==> config.mk <==
export PLATFORM = sky130hd
export DESIGN_NAME = dcache_top
export DESIGN_NICKNAME = d
export VERILOG_FILES = /design/src/verilog/dcache_pkg.sv /design/src/verilog/dcache_array.sv /design/src/verilog/dcache_lookup.sv /design/src/verilog/dcache_setup.sv /design/src/verilog/dcache_top.sv
export VERILOG_INCLUDE_DIRS = /design/src /design/src/verilog
export SDC_FILE = /design/constraint.sdc
export NUM_CORES = 1
export LEC_CHECK = 0
export BUFFER_PORTS_ARGS = -buffer_cell sky130_fd_sc_hd__buf_2
export CAP_MARGIN = 10
export CORE_ASPECT_RATIO = 1.1
export CORE_MARGIN = 5
export CORE_UTILIZATION = 60
export DETAILED_ROUTE_END_ITERATION = 12
export PLACE_DENSITY_LB_ADDON = 0.15
export SYNTH_ARGS = -nofsm -noshare
export SYNTH_HDL_FRONTEND = slang
export SYNTH_SLANG_ARGS = --single-unit
==> constraint.sdc <==
create_clock -name clk_i -period 12.24 [get_ports clk_i]
set_input_delay 0.612 -clock clk_i [delete_from_list [all_inputs] [get_ports clk_i]]
set_output_delay 0.612 -clock clk_i [all_outputs]
set_load 0.01 [all_outputs]
==> src/verilog/dcache_cfg.svh <==
//////////////////////////////////////////////////
// Geometry of the data cache
// Included by the package and by the testbench
//////////////////////////////////////////////////

`ifndef DCACHE_CFG_SVH
`define DCACHE_CFG_SVH

// Data and address width in bits
// Also the block size, one word per block
`define DCACHE_XLEN 32

// Total capacity in bytes
`define DCACHE_SIZE 64

// Associativity
// Lookup keeps a single LRU bit per set so only 2 works
`define DCACHE_WAYS 2

`endif

==> src/verilog/dcache_pkg.sv <==
//////////////////////////////////////////////////
// Shared types and derived geometry of the cache
// Imported by every RTL module
//////////////////////////////////////////////////

`include "dcache_cfg.svh"

package dcache_pkg;

  //////////////////////////////////////////////////
  // Geometry helpers

  // Sets from capacity in bytes and block size in bits
  function automatic int no_of_sets(input int size, input int block_size, input int ways);
    return (size * 8) / (block_size * ways);
  endfunction

  // Byte offset bits inside one block
  function automatic int no_of_block_offset_bits(input int block_size);
    return $clog2(block_size / 8);
  endfunction

  function automatic int no_of_index_bits(input int sets);
    return $clog2(sets);
  endfunction

  // Whatever is left above index and offset
  function automatic int no_of_tag_bits(input int xlen, input int idx_bits, input int offs_bits);
    return xlen - idx_bits - offs_bits;
  endfunction

  localparam int XLEN       = `DCACHE_XLEN;
  localparam int WAYS       = `DCACHE_WAYS;
  localparam int BLOCK_SIZE = XLEN;
  localparam int SETS       = no_of_sets(`DCACHE_SIZE, BLOCK_SIZE, WAYS);
  localparam int OFFS_BITS  = no_of_block_offset_bits(BLOCK_SIZE);
  localparam int IDX_BITS   = no_of_index_bits(SETS);
  localparam int TAG_BITS   = no_of_tag_bits(XLEN, IDX_BITS, OFFS_BITS);

  //////////////////////////////////////////////////
  // Basic fields

  typedef logic [XLEN-1:0]           dcache_word_t;
  typedef logic [XLEN/8-1:0]         dcache_be_t;
  typedef logic [IDX_BITS-1:0]       dcache_idx_t;
  // Word address seen by memory
  typedef logic [XLEN-OFFS_BITS-1:0] dcache_wadr_t;

  //////////////////////////////////////////////////
  // Bundles

  // Core request, req low means idle
  typedef struct packed {
    logic         req;
    logic         we;
    dcache_word_t adr;
    dcache_be_t   be;
    dcache_word_t data;
  } dcache_req_t;

  // Request after setup with the address already split
  typedef struct packed {
    logic                req;
    logic                we;
    logic [TAG_BITS-1:0] tag;
    dcache_idx_t         idx;
    logic [OFFS_BITS-1:0] offs;
    dcache_be_t          be;
    dcache_word_t        data;
  } dcache_stage_t;

  // Read data strobe, core side and memory side alike
  typedef struct packed {
    logic         valid;
    dcache_word_t data;
  } dcache_rsp_t;

  typedef struct packed {
    logic         valid;
    logic         we;
    dcache_wadr_t adr;
    dcache_be_t   be;
    dcache_word_t data;
  } dcache_mem_req_t;

  // Tag array entry
  // Valid bits live in flops in lookup
  typedef struct packed {
    logic [TAG_BITS-1:0] tag;
  } dcache_tag_t;

  typedef struct packed {
    logic         we;
    dcache_idx_t  idx;
    dcache_word_t data;
    dcache_be_t   be;
  } dcache_wbuf_t;

endpackage

==> src/verilog/dcache_array.sv <==
//////////////////////////////////////////////////
// Set-indexed storage with registered read port
// One instance per way for tags and for data
//////////////////////////////////////////////////

`timescale 1ns/10ps

module dcache_array
  import dcache_pkg::*;
#(
  parameter type entry_t = dcache_word_t,
  localparam int W       = $bits(entry_t),
  localparam int BE_W    = (W + 7) / 8
)
(
  input  logic            clk_i,
  input  dcache_idx_t     rd_idx_i,
  input  dcache_idx_t     wr_idx_i,
  input  logic            we_i,
  input  entry_t          wr_data_i,
  input  logic [BE_W-1:0] wr_be_i,
  output entry_t          rd_data_o
);

  entry_t       mem_q [SETS];
  logic [W-1:0] old_bits;
  logic [W-1:0] wr_bits;
  logic [W-1:0] new_bits;
  entry_t       wr_entry;

  // Byte merge of new data over the stored entry
  // Tag users tie all enables high
  always_comb
  begin
    old_bits = mem_q[wr_idx_i];
    wr_bits  = wr_data_i;
    for (int i = 0; i < W; i++)
      new_bits[i] = wr_be_i[i/8] ? wr_bits[i] : old_bits[i];
    wr_entry = entry_t'(new_bits);
  end

  // Read of the set being written returns the new entry
  always_ff @(posedge clk_i)
  begin
    if (we_i)
      mem_q[wr_idx_i] <= wr_entry;

    if (we_i && (wr_idx_i == rd_idx_i))
      rd_data_o <= wr_entry;
    else
      rd_data_o <= mem_q[rd_idx_i];
  end

endmodule

==> src/verilog/dcache_lookup.sv <==
//////////////////////////////////////////////////
// Lookup stage with tag compare and way select
// Runs refills and write-through memory traffic
//////////////////////////////////////////////////

`timescale 1ns/10ps

module dcache_lookup
  import dcache_pkg::*;
(
  input  logic                    clk_i,
  input  logic                    rst_ni,
  input  logic                    flush_i,

  input  dcache_stage_t           stage_i,
  input  dcache_wbuf_t            wbuf_i,

  // Array read data for the staged set
  input  dcache_tag_t  [WAYS-1:0] tag_rd_i,
  input  dcache_word_t [WAYS-1:0] dat_rd_i,

  // Shared array write port
  output logic         [WAYS-1:0] tag_we_o,
  output logic         [WAYS-1:0] dat_we_o,
  output dcache_tag_t             tag_wr_o,
  output dcache_word_t            dat_wr_o,
  output dcache_be_t              dat_be_o,
  output dcache_idx_t             wr_idx_o,

  output logic                    stall_o,
  output dcache_rsp_t             rsp_o,

  output dcache_mem_req_t         mem_req_o,
  input  dcache_rsp_t             mem_rsp_i
);

  typedef enum logic {ST_IDLE, ST_REFILL} state_t;

  //////////////////////////////////////////////////
  // Signals

  state_t          state_q;
  state_t          state_d;
  logic [WAYS-1:0] valid_q [SETS];
  // Per set the way to replace next
  logic            lru_q [SETS];
  logic            done_q;
  dcache_word_t    refill_q;

  logic [WAYS-1:0] hit_way;
  logic            hit;
  logic            hit_sel;
  logic            lookup_vld;
  logic            rd_hit;
  logic            rd_miss;
  logic            wr_req;
  logic            refill_we;
  logic            victim;

  //////////////////////////////////////////////////
  // Tag compare

  // Nothing is looked up during refill or in the response cycle after it
  assign lookup_vld = stage_i.req & (state_q == ST_IDLE) & ~done_q;

  always_comb
  begin
    for (int w = 0; w < WAYS; w++)
      hit_way[w] = valid_q[stage_i.idx][w] & (tag_rd_i[w].tag == stage_i.tag);
  end

  assign hit     = |hit_way;
  assign hit_sel = hit_way[1];

  assign rd_hit  = lookup_vld & ~stage_i.we & hit;
  assign rd_miss = lookup_vld & ~stage_i.we & ~hit;
  assign wr_req  = lookup_vld & stage_i.we;

  // Invalid way first, else the LRU way
  always_comb
  begin
    if (!valid_q[stage_i.idx][0])
      victim = 1'b0;
    else if (!valid_q[stage_i.idx][1])
      victim = 1'b1;
    else
      victim = lru_q[stage_i.idx];
  end

  //////////////////////////////////////////////////
  // Refill FSM

  assign refill_we = (state_q == ST_REFILL) & mem_rsp_i.valid;

  always_comb
  begin
    state_d = state_q;
    case (state_q)
      ST_IDLE:
        if (rd_miss)
          state_d = ST_REFILL;
      ST_REFILL:
        if (mem_rsp_i.valid)
          state_d = ST_IDLE;
      default:
        state_d = ST_IDLE;
    endcase
  end

  always_ff @(posedge clk_i or negedge rst_ni)
  begin
    if (!rst_ni)
    begin
      state_q <= ST_IDLE;
      done_q  <= 1'b0;
      for (int s = 0; s < SETS; s++)
      begin
        valid_q[s] <= '0;
        lru_q[s]   <= 1'b0;
      end
    end
    else
    begin
      state_q <= state_d;
      // Response pulse one cycle after the memory word
      done_q  <= refill_we;

      if (flush_i)
      begin
        for (int s = 0; s < SETS; s++)
          valid_q[s] <= '0;
      end
      else if (refill_we)
        valid_q[stage_i.idx][victim] <= 1'b1;

      // Fresh or hit way becomes MRU, read and write hits alike
      if (refill_we)
        lru_q[stage_i.idx] <= ~victim;
      else if ((rd_hit | wr_req) & hit)
        lru_q[stage_i.idx] <= ~hit_sel;
    end
  end

  always_ff @(posedge clk_i)
  begin
    if (refill_we)
      refill_q <= mem_rsp_i.data;
  end

  //////////////////////////////////////////////////
  // Array writes

  // Refill wins the port
  // Otherwise a write hit merges the write buffer
  always_comb
  begin
    tag_wr_o.tag = stage_i.tag;
    tag_we_o     = '0;
    if (refill_we)
    begin
      tag_we_o[victim] = 1'b1;
      dat_we_o         = '0;
      dat_we_o[victim] = 1'b1;
      dat_wr_o         = mem_rsp_i.data;
      dat_be_o         = '1;
      wr_idx_o         = stage_i.idx;
    end
    else
    begin
      dat_we_o = hit_way & {WAYS{wr_req & wbuf_i.we}};
      dat_wr_o = wbuf_i.data;
      dat_be_o = wbuf_i.be;
      wr_idx_o = wbuf_i.idx;
    end
  end

  //////////////////////////////////////////////////
  // Core and memory side

  assign stall_o = rd_miss | (state_q == ST_REFILL);

  assign rsp_o.valid = rd_hit | done_q;
  assign rsp_o.data  = done_q ? refill_q : dat_rd_i[hit_sel];

  // Every write goes out, reads only on a miss
  assign mem_req_o.valid = rd_miss | wr_req;
  assign mem_req_o.we    = stage_i.we;
  assign mem_req_o.adr   = {stage_i.tag, stage_i.idx};
  assign mem_req_o.be    = stage_i.be;
  assign mem_req_o.data  = stage_i.data;

endmodule

==> src/verilog/dcache_setup.sv <==
//////////////////////////////////////////////////
// Address setup stage of the data cache
// Registers the core request and drives array indices
//////////////////////////////////////////////////

`timescale 1ns/10ps

module dcache_setup
  import dcache_pkg::*;
(
  input  logic          clk_i,
  input  logic          rst_ni,

  input  logic          stall_i,
  input  logic          flush_i,
  input  dcache_req_t   req_i,

  output dcache_stage_t stage_o,
  output dcache_idx_t   idx_o,
  output dcache_wbuf_t  wbuf_o
);

  //////////////////////////////////////////////////
  // Signals

  dcache_idx_t   req_idx;
  logic          stage_req_q;
  dcache_stage_t stage_q;
  logic          wbuf_we_q;
  dcache_wbuf_t  wbuf_q;

  // Set index straight from the live address
  assign req_idx = req_i.adr[OFFS_BITS +: IDX_BITS];

  //////////////////////////////////////////////////
  // Control flops

  // Flush kills whatever enters the stage this cycle
  always_ff @(posedge clk_i or negedge rst_ni)
  begin
    if (!rst_ni)
    begin
      stage_req_q <= 1'b0;
      wbuf_we_q   <= 1'b0;
    end
    else if (flush_i)
    begin
      stage_req_q <= 1'b0;
      wbuf_we_q   <= 1'b0;
    end
    else if (!stall_i)
    begin
      stage_req_q <= req_i.req;
      wbuf_we_q   <= req_i.req & req_i.we;
    end
  end

  //////////////////////////////////////////////////
  // Payload flops

  // Held while stalled so lookup keeps seeing the missed request
  always_ff @(posedge clk_i)
  begin
    if (!stall_i)
    begin
      stage_q.req  <= req_i.req;
      stage_q.we   <= req_i.we;
      stage_q.tag  <= req_i.adr[XLEN-1 -: TAG_BITS];
      stage_q.idx  <= req_idx;
      stage_q.offs <= req_i.adr[OFFS_BITS-1:0];
      stage_q.be   <= req_i.be;
      stage_q.data <= req_i.data;

      // Write buffer copy for the data array
      wbuf_q.we    <= req_i.req & req_i.we;
      wbuf_q.idx   <= req_idx;
      wbuf_q.data  <= req_i.data;
      wbuf_q.be    <= req_i.be;
    end
  end

  // Enables come from the reset flops
  always_comb
  begin
    stage_o     = stage_q;
    stage_o.req = stage_req_q;
    wbuf_o      = wbuf_q;
    wbuf_o.we   = wbuf_we_q;
  end

  // Arrays register the index themselves
  // While stalled they keep re-reading the held set
  assign idx_o = stall_i ? stage_q.idx : req_idx;

endmodule

==> src/verilog/dcache_top.sv <==
//////////////////////////////////////////////////
// Data cache top level
// Setup stage, per-way arrays and lookup stage
//////////////////////////////////////////////////

`timescale 1ns/10ps

module dcache_top
  import dcache_pkg::*;
(
  input  logic            clk_i,
  input  logic            rst_ni,
  input  logic            flush_i,

  // Core side
  input  dcache_req_t     core_req_i,
  output logic            stall_o,
  output dcache_rsp_t     core_rsp_o,

  // Memory side
  output dcache_mem_req_t mem_req_o,
  input  dcache_rsp_t     mem_rsp_i
);

  //////////////////////////////////////////////////
  // Wires

  dcache_stage_t           stage;
  dcache_idx_t             rd_idx;
  dcache_wbuf_t            wbuf;

  dcache_tag_t  [WAYS-1:0] tag_rd;
  dcache_word_t [WAYS-1:0] dat_rd;

  logic         [WAYS-1:0] tag_we;
  logic         [WAYS-1:0] dat_we;
  dcache_tag_t             tag_wr;
  dcache_word_t            dat_wr;
  dcache_be_t              dat_be;
  dcache_idx_t             wr_idx;

  //////////////////////////////////////////////////
  // Address setup

  dcache_setup u_setup (
    .clk_i   (clk_i),
    .rst_ni  (rst_ni),
    .stall_i (stall_o),
    .flush_i (flush_i),
    .req_i   (core_req_i),
    .stage_o (stage),
    .idx_o   (rd_idx),
    .wbuf_o  (wbuf)
  );

  //////////////////////////////////////////////////
  // Tag and data arrays per way

  for (genvar w = 0; w < WAYS; w++)
  begin : g_way
    // Tags are always written whole
    dcache_array #(
      .entry_t (dcache_tag_t)
    ) u_tag (
      .clk_i     (clk_i),
      .rd_idx_i  (rd_idx),
      .wr_idx_i  (wr_idx),
      .we_i      (tag_we[w]),
      .wr_data_i (tag_wr),
      .wr_be_i   ('1),
      .rd_data_o (tag_rd[w])
    );

    dcache_array #(
      .entry_t (dcache_word_t)
    ) u_dat (
      .clk_i     (clk_i),
      .rd_idx_i  (rd_idx),
      .wr_idx_i  (wr_idx),
      .we_i      (dat_we[w]),
      .wr_data_i (dat_wr),
      .wr_be_i   (dat_be),
      .rd_data_o (dat_rd[w])
    );
  end

  //////////////////////////////////////////////////
  // Lookup

  dcache_lookup u_lookup (
    .clk_i     (clk_i),
    .rst_ni    (rst_ni),
    .flush_i   (flush_i),
    .stage_i   (stage),
    .wbuf_i    (wbuf),
    .tag_rd_i  (tag_rd),
    .dat_rd_i  (dat_rd),
    .tag_we_o  (tag_we),
    .dat_we_o  (dat_we),
    .tag_wr_o  (tag_wr),
    .dat_wr_o  (dat_wr),
    .dat_be_o  (dat_be),
    .wr_idx_o  (wr_idx),
    .stall_o   (stall_o),
    .rsp_o     (core_rsp_o),
    .mem_req_o (mem_req_o),
    .mem_rsp_i (mem_rsp_i)
  );

endmodule
== Yosys cells after proc, flatten, opt, wreduce, memory -nomap -nowiden ==
Memories as Yosys holds them, arrays and structs flattened. A register that Yosys moved wholly into a read port is not among the register bits.
Index checks and enable logic that the tools add are counted.

* Bits in registers: 127
* Bits in writable memories: 944
* Input port bits: 106
* Output and inout port bits: 102
* Memories kept: 4

{| class="wikitable"
|+ Memories
! name !! words !! bits a word !! rd ports !! clocked after memory_dff !! write ports !! line !! text
|-
| g_way[0].u_dat.mem_q || 8 || 32 || 2 || 2 || 1 || dcache_array.sv:25 || <nowiki>entry_t mem_q [SETS];</nowiki>
|-
| g_way[1].u_dat.mem_q || 8 || 32 || 2 || 2 || 1 || dcache_array.sv:25 ||
|-
| g_way[0].u_tag.mem_q || 8 || 27 || 1 || 1 || 1 || dcache_array.sv:25 ||
|-
| g_way[1].u_tag.mem_q || 8 || 27 || 1 || 1 || 1 || dcache_array.sv:25 ||
|}

* Magnitude comparators: 5
* Equality and inequality tests: 3
* Multiplexer cells: 109
* Bitwise operators: 25
* Reductions and logical operators: 5

{| class="wikitable"
|+ Operators with widths
! operator !! count
|-
| $mux 32 || 4
|-
| $mux 1 || 84
|-
| $eq 27x27->1 || 2
|-
| $mux 16 || 2
|-
| $bwmux 8 || 2
|-
| $mux 8 || 2
|-
| $or 16x16->16 || 1
|-
| $and 1x1->1 || 12
|-
| $mux 2 || 5
|-
| $mux 3 || 3
|-
| $bmux 2 s3 || 1
|-
| $demux 2 s3 || 1
|-
| $not 1->1 || 6
|-
| $ge 4x4->1 const B || 1
|-
| $lt 1x2->1 const B || 2
|-
| $lt 4x1->1 const B || 1
|-
| $mux 4 || 1
|-
| $not 3->4 || 1
|-
| $or 1x1->1 || 4
|-
| $reduce_bool 2->1 || 2
|-
| $bmux 1 s3 || 1
|-
| $demux 1 s3 || 1
|-
| $and 2x2->2 || 1
|-
| $logic_and 1x1->1 || 2
|-
| 5 further kinds || 5
|}

== Logic depth before layout (Yosys ltp) ==
* Word-level depth: 15
* Depth in mapped cells: 14
* Gate-level depth less buffers: 9

== By module ==
Synthesis repeated with hierarchy kept, for this count alone.

* Cells, all modules: 2263
* Area total of the unflattened synthesis: 44660.3 µm²

{| class="wikitable"
|+ Modules (own cells, without submodules)
! module !! instances !! cells each !! area an instance (µm²) !! sequential area each (µm²)
|-
| dcache_array (g_way[0].u_dat ...) || 2 || 417 || 10022.1 || 7747.4
|-
| dcache_array (g_way[0].u_tag ...) || 2 || 359 || 8568.2 || 6546.3
|-
| dcache_lookup || 1 || 588 || 4956.0 || 1611.5
|-
| dcache_setup || 1 || 122 || 2519.9 || 2122.0
|-
| dcache_top || 1 || 1 || 3.8 || 0.0
|}

== Worst setup path after synthesis ==
Ideal clock, no wire load.

* Path type: reg-to-reg
* From: register (tool-made name)
* To: memory g_way[1].u_dat.mem_q[1][0] (netlist name), enable pin
* Arrival: 4480 ps
* Data required time: 11808 ps
* Path slack: 7328 ps
* Cell stages (with the launch flop): 15
* Path through: dfxtp_1 -> buf_2 -> buf_2 -> buf_2 -> buf_2 -> mux4_2 -> nand2_1 -> nand2_1 -> xnor2_1 -> nor4bb_1 -> nand4_1 -> buf_2 -> or2_2 -> clkbuf_1 -> a21oi_1

{| class="wikitable"
|+ RTL lines
! what !! line
|-
| end: declaration || dcache_array.sv:25
|}

==> impl_metrics.env <==
export IMPL_ys_seq_area_frac=0.753
export IMPL_worst_r2r_cell_count=11
export IMPL_gp_congestion=0.898
export IMPL_worst_pin_slew_ns=1.16
export IMPL_yosysWarningCount=0
export IMPL_area_delta_synth_final_pct=13.2
export IMPL_clockBufferDepth=3
export IMPL_tns_ns=0
export IMPL_end_kind="primary output"
export IMPL_synth_top_area_share=0.735
export IMPL_cap_violations=0
export IMPL_cp_required_ns=11.63
export IMPL_finalHoldViolCount=0
export IMPL_wirelength_mm=98.8
export IMPL_layout_nets=2522
export IMPL_cts_root_buffer="clkbuf_16"
export IMPL_ys_async_sr_fraction=0.0261
export IMPL_syn_inst=2159
export IMPL_syn_nets=2265
export IMPL_period_minus_slack_ns=6.39
export IMPL_vias_per_cell=6.35
export IMPL_grt_usage=0.259
export IMPL_htreeDepth=3
export IMPL_max_freq_ghz=0.157
export IMPL_relSlewSlack=0.225
export IMPL_cts_tree="yes"
export IMPL_die_w_um=264
export IMPL_grt_overflow_total=0
export IMPL_antenna_found_initial=6
export IMPL_ys_top_cells_by_count="edfxtp_1, mux4_2, o21ai_0"
export IMPL_grt_pass1_wl_mm=146
export IMPL_setup_ws_ns=5.85
export IMPL_dpl_worst_slack_ns=6.44
export IMPL_cts_buffers=103
export IMPL_final_antenna_net_count=0
export IMPL_clkTransAtPathRegs_ns=0.06
export IMPL_hold_ws_ns=0.130
export IMPL_path_class="flop to primary output"
export IMPL_ys_types=69
export IMPL_worstSetupStartpointType="flop"
export IMPL_fillCellCount=4496
export IMPL_period_share=0.522
export IMPL_post_drt_wl_per_cell_um=28.7
export IMPL_drtIter0Drc=2261
export IMPL_synthFlopType="edfxtp_1"
export IMPL_cts_sinks=1074
export IMPL_yosysMostFrequentCell="edfxtp_1"
export IMPL_hp_start="core_req_i[22]"
export IMPL_ys_seq_elements=1074
export IMPL_routed_via_count=21800
export IMPL_cp_arrival_ns=5.77
export IMPL_dr_pass1_iters=6
export IMPL_hold_buffers=1
export IMPL_drive_above_1_share=0.297
export IMPL_hold_class="primary input to flop"
export IMPL_hold_path_cell_count=1
export IMPL_die_y_um=289
export IMPL_syn_cell_area_mm2=0.0426
export IMPL_avgSynthCellArea_um2=19.7
export IMPL_port_buffers=205
export IMPL_p_leak_nw=16.1
export IMPL_cellPowerDensity_mw_per_mm2=237
export IMPL_synth_edff_count=1043
export IMPL_rsz0062_at_grt="false"
export IMPL_synth_largest_area_cell="edfxtp_1"
export IMPL_status="finished clean"
export IMPL_io_pins=208
export IMPL_drv_slew=0
export IMPL_setup_violations=0
export IMPL_place_area_mm2=0.0448
export IMPL_insertion_delay_ns=0.66
export IMPL_start_util=0.604
export IMPL_cts_resized=0
export IMPL_skew_ns=0.0224
export IMPL_synthTopCellsByArea="edfxtp_1, mux4_2, mux2i_1"
export IMPL_fin_util=0.684
export IMPL_peakVddDrop_mv=0.189
export IMPL_grt_max_degree=71
export IMPL_cp_max_fo=57
export IMPL_drc=0
export IMPL_hpwl_mm=57.0
export IMPL_postCtsSetupBuffers=0
export IMPL_rows=102
export IMPL_core_mm2=0.0704
export IMPL_die_area_mm2=0.0764
export IMPL_final_area_mm2=0.0482
export IMPL_first_global_vias=22100
## power breakdown
part	switching, mW	total (mW)	internal, mW	leakage, nW
clock	1.32	3.15	1.83	1.64
sequential	0.358	5.16	4.80	9.87
combinational	1.90	3.15	1.24	4.62
total	3.58	11.4	7.87	16.1
## area by class of cell
class	count	area, um2	area share
Clock inverter	56	591	0.0122
Timing Repair Buffer	257	1420	0.0294
Clock buffer	134	2770	0.0573
Sequential cell	1074	32100	0.666
Tap cell	936	1170	0.0243
Multi-Input combinational cell	961	10100	0.210
Antenna cell	1	2.50	0.0000519
Inverter	19	71.3	0.00148
## layer usage
layer  wire [um]  global-route usage
met3        9010              0.0610
met5          36                   0
met4        3190              0.0841
met2       47000               0.411
met1       39500               0.365
## layout by cell type, fill, tap and decap left out, types with 4 or more instances in the layout
cell type  instances
or3_1              4
mux4_1            10
mux4_2           209
nor2_1           111
nand3_1           11
a211oi_1           4
clkinv_2          17
inv_1             18
clkbuf_1          25
buf_4             51
clkbuf_16        104
o22ai_1            6
and2_2             8
o21ai_0          135
xor2_1            38
and3_1             4
mux2i_1          101
dfrtp_1           27
inv_6              4
a22oi_1            8
buf_2            205
o211ai_1           5
bufinv_16         11
a21oi_1            4
nor2_4            16
clkinv_1          20
nand2b_1          11
nand4_1           12
nor3_1             8
a221oi_1           6
nand2_1          102
mux2_2            76
a21oi_4            8
clkbuf_8           5
nand3b_1           5
xnor2_1            9
edfxtp_1        1043
nor4_1             4
## cells by family (layout without fill, tap and decap cells)
kind of cell	after synthesis	count (layout)	synth area share
flops	1074	1074	0.753
mux	399	399	0.162
simple gates	319	319	0.0338
compound gates	196	196	0.0268
buf+inv	124	466	0.0145
xor+xnor	47	47	0.00967
other cells	0	1	0
## worst max-delay path: stages, from the launching register on
cell,delay [ns]
dfxtp_4,0.84
buf_4,0.88
mux4_1,0.43
mux2i_1,0.21
xor2_1,0.45
o2111ai_1,0.20
or4_1,0.57
or4_4,0.58
a31oi_4,0.16
buf_4,0.54
inv_1,0.07
buf_2,0.16
## stage by stage
step | cells | power, mW
2_1_floorplan | 2159 | 7.23
3_3_place_gp | 3246 | 8.30
3_5_place_dp | 3246 | 8.40
4_1_cts | 3437 | 11.5
5_1_grt | 3438 | 12.0
6_report | 3438 | 11.4
## worst paths after layout
check | slack [ns] | endpoint
max reg2reg | 6.61 | g_way[1].u_dat.mem_q[4][9]$_DFFE_PP_
max | 5.85 | stall_o
min in group asynchronous | 0.60 | u_lookup.lru_q[1]$_DFFE_PN0P_
min | 0.13 | u_setup.stage_o[22]$_DFFE_PN_
min reg2reg | 0.50 | u_lookup.valid_q[0]$_DFFE_PN0P_
max in group asynchronous | 11.18 | u_lookup.done_q$_DFF_PN0_
## sequential cells by signal, indices dropped and copies added, names as in the netlist, named ones only
signal / count
u_lookup.valid_q: 16
u_setup.stage_o: 67
u_setup.wbuf_we_q: 1
u_lookup.lru_q: 8
g_way.u_dat.mem_q: 512
u_lookup.done_q: 1
g_way.u_tag.mem_q: 432
u_lookup.state_q: 1
u_setup.stage_req_q: 1
u_lookup.refill_q: 32
No activity file was read; power rests on OpenSTA's default activity.
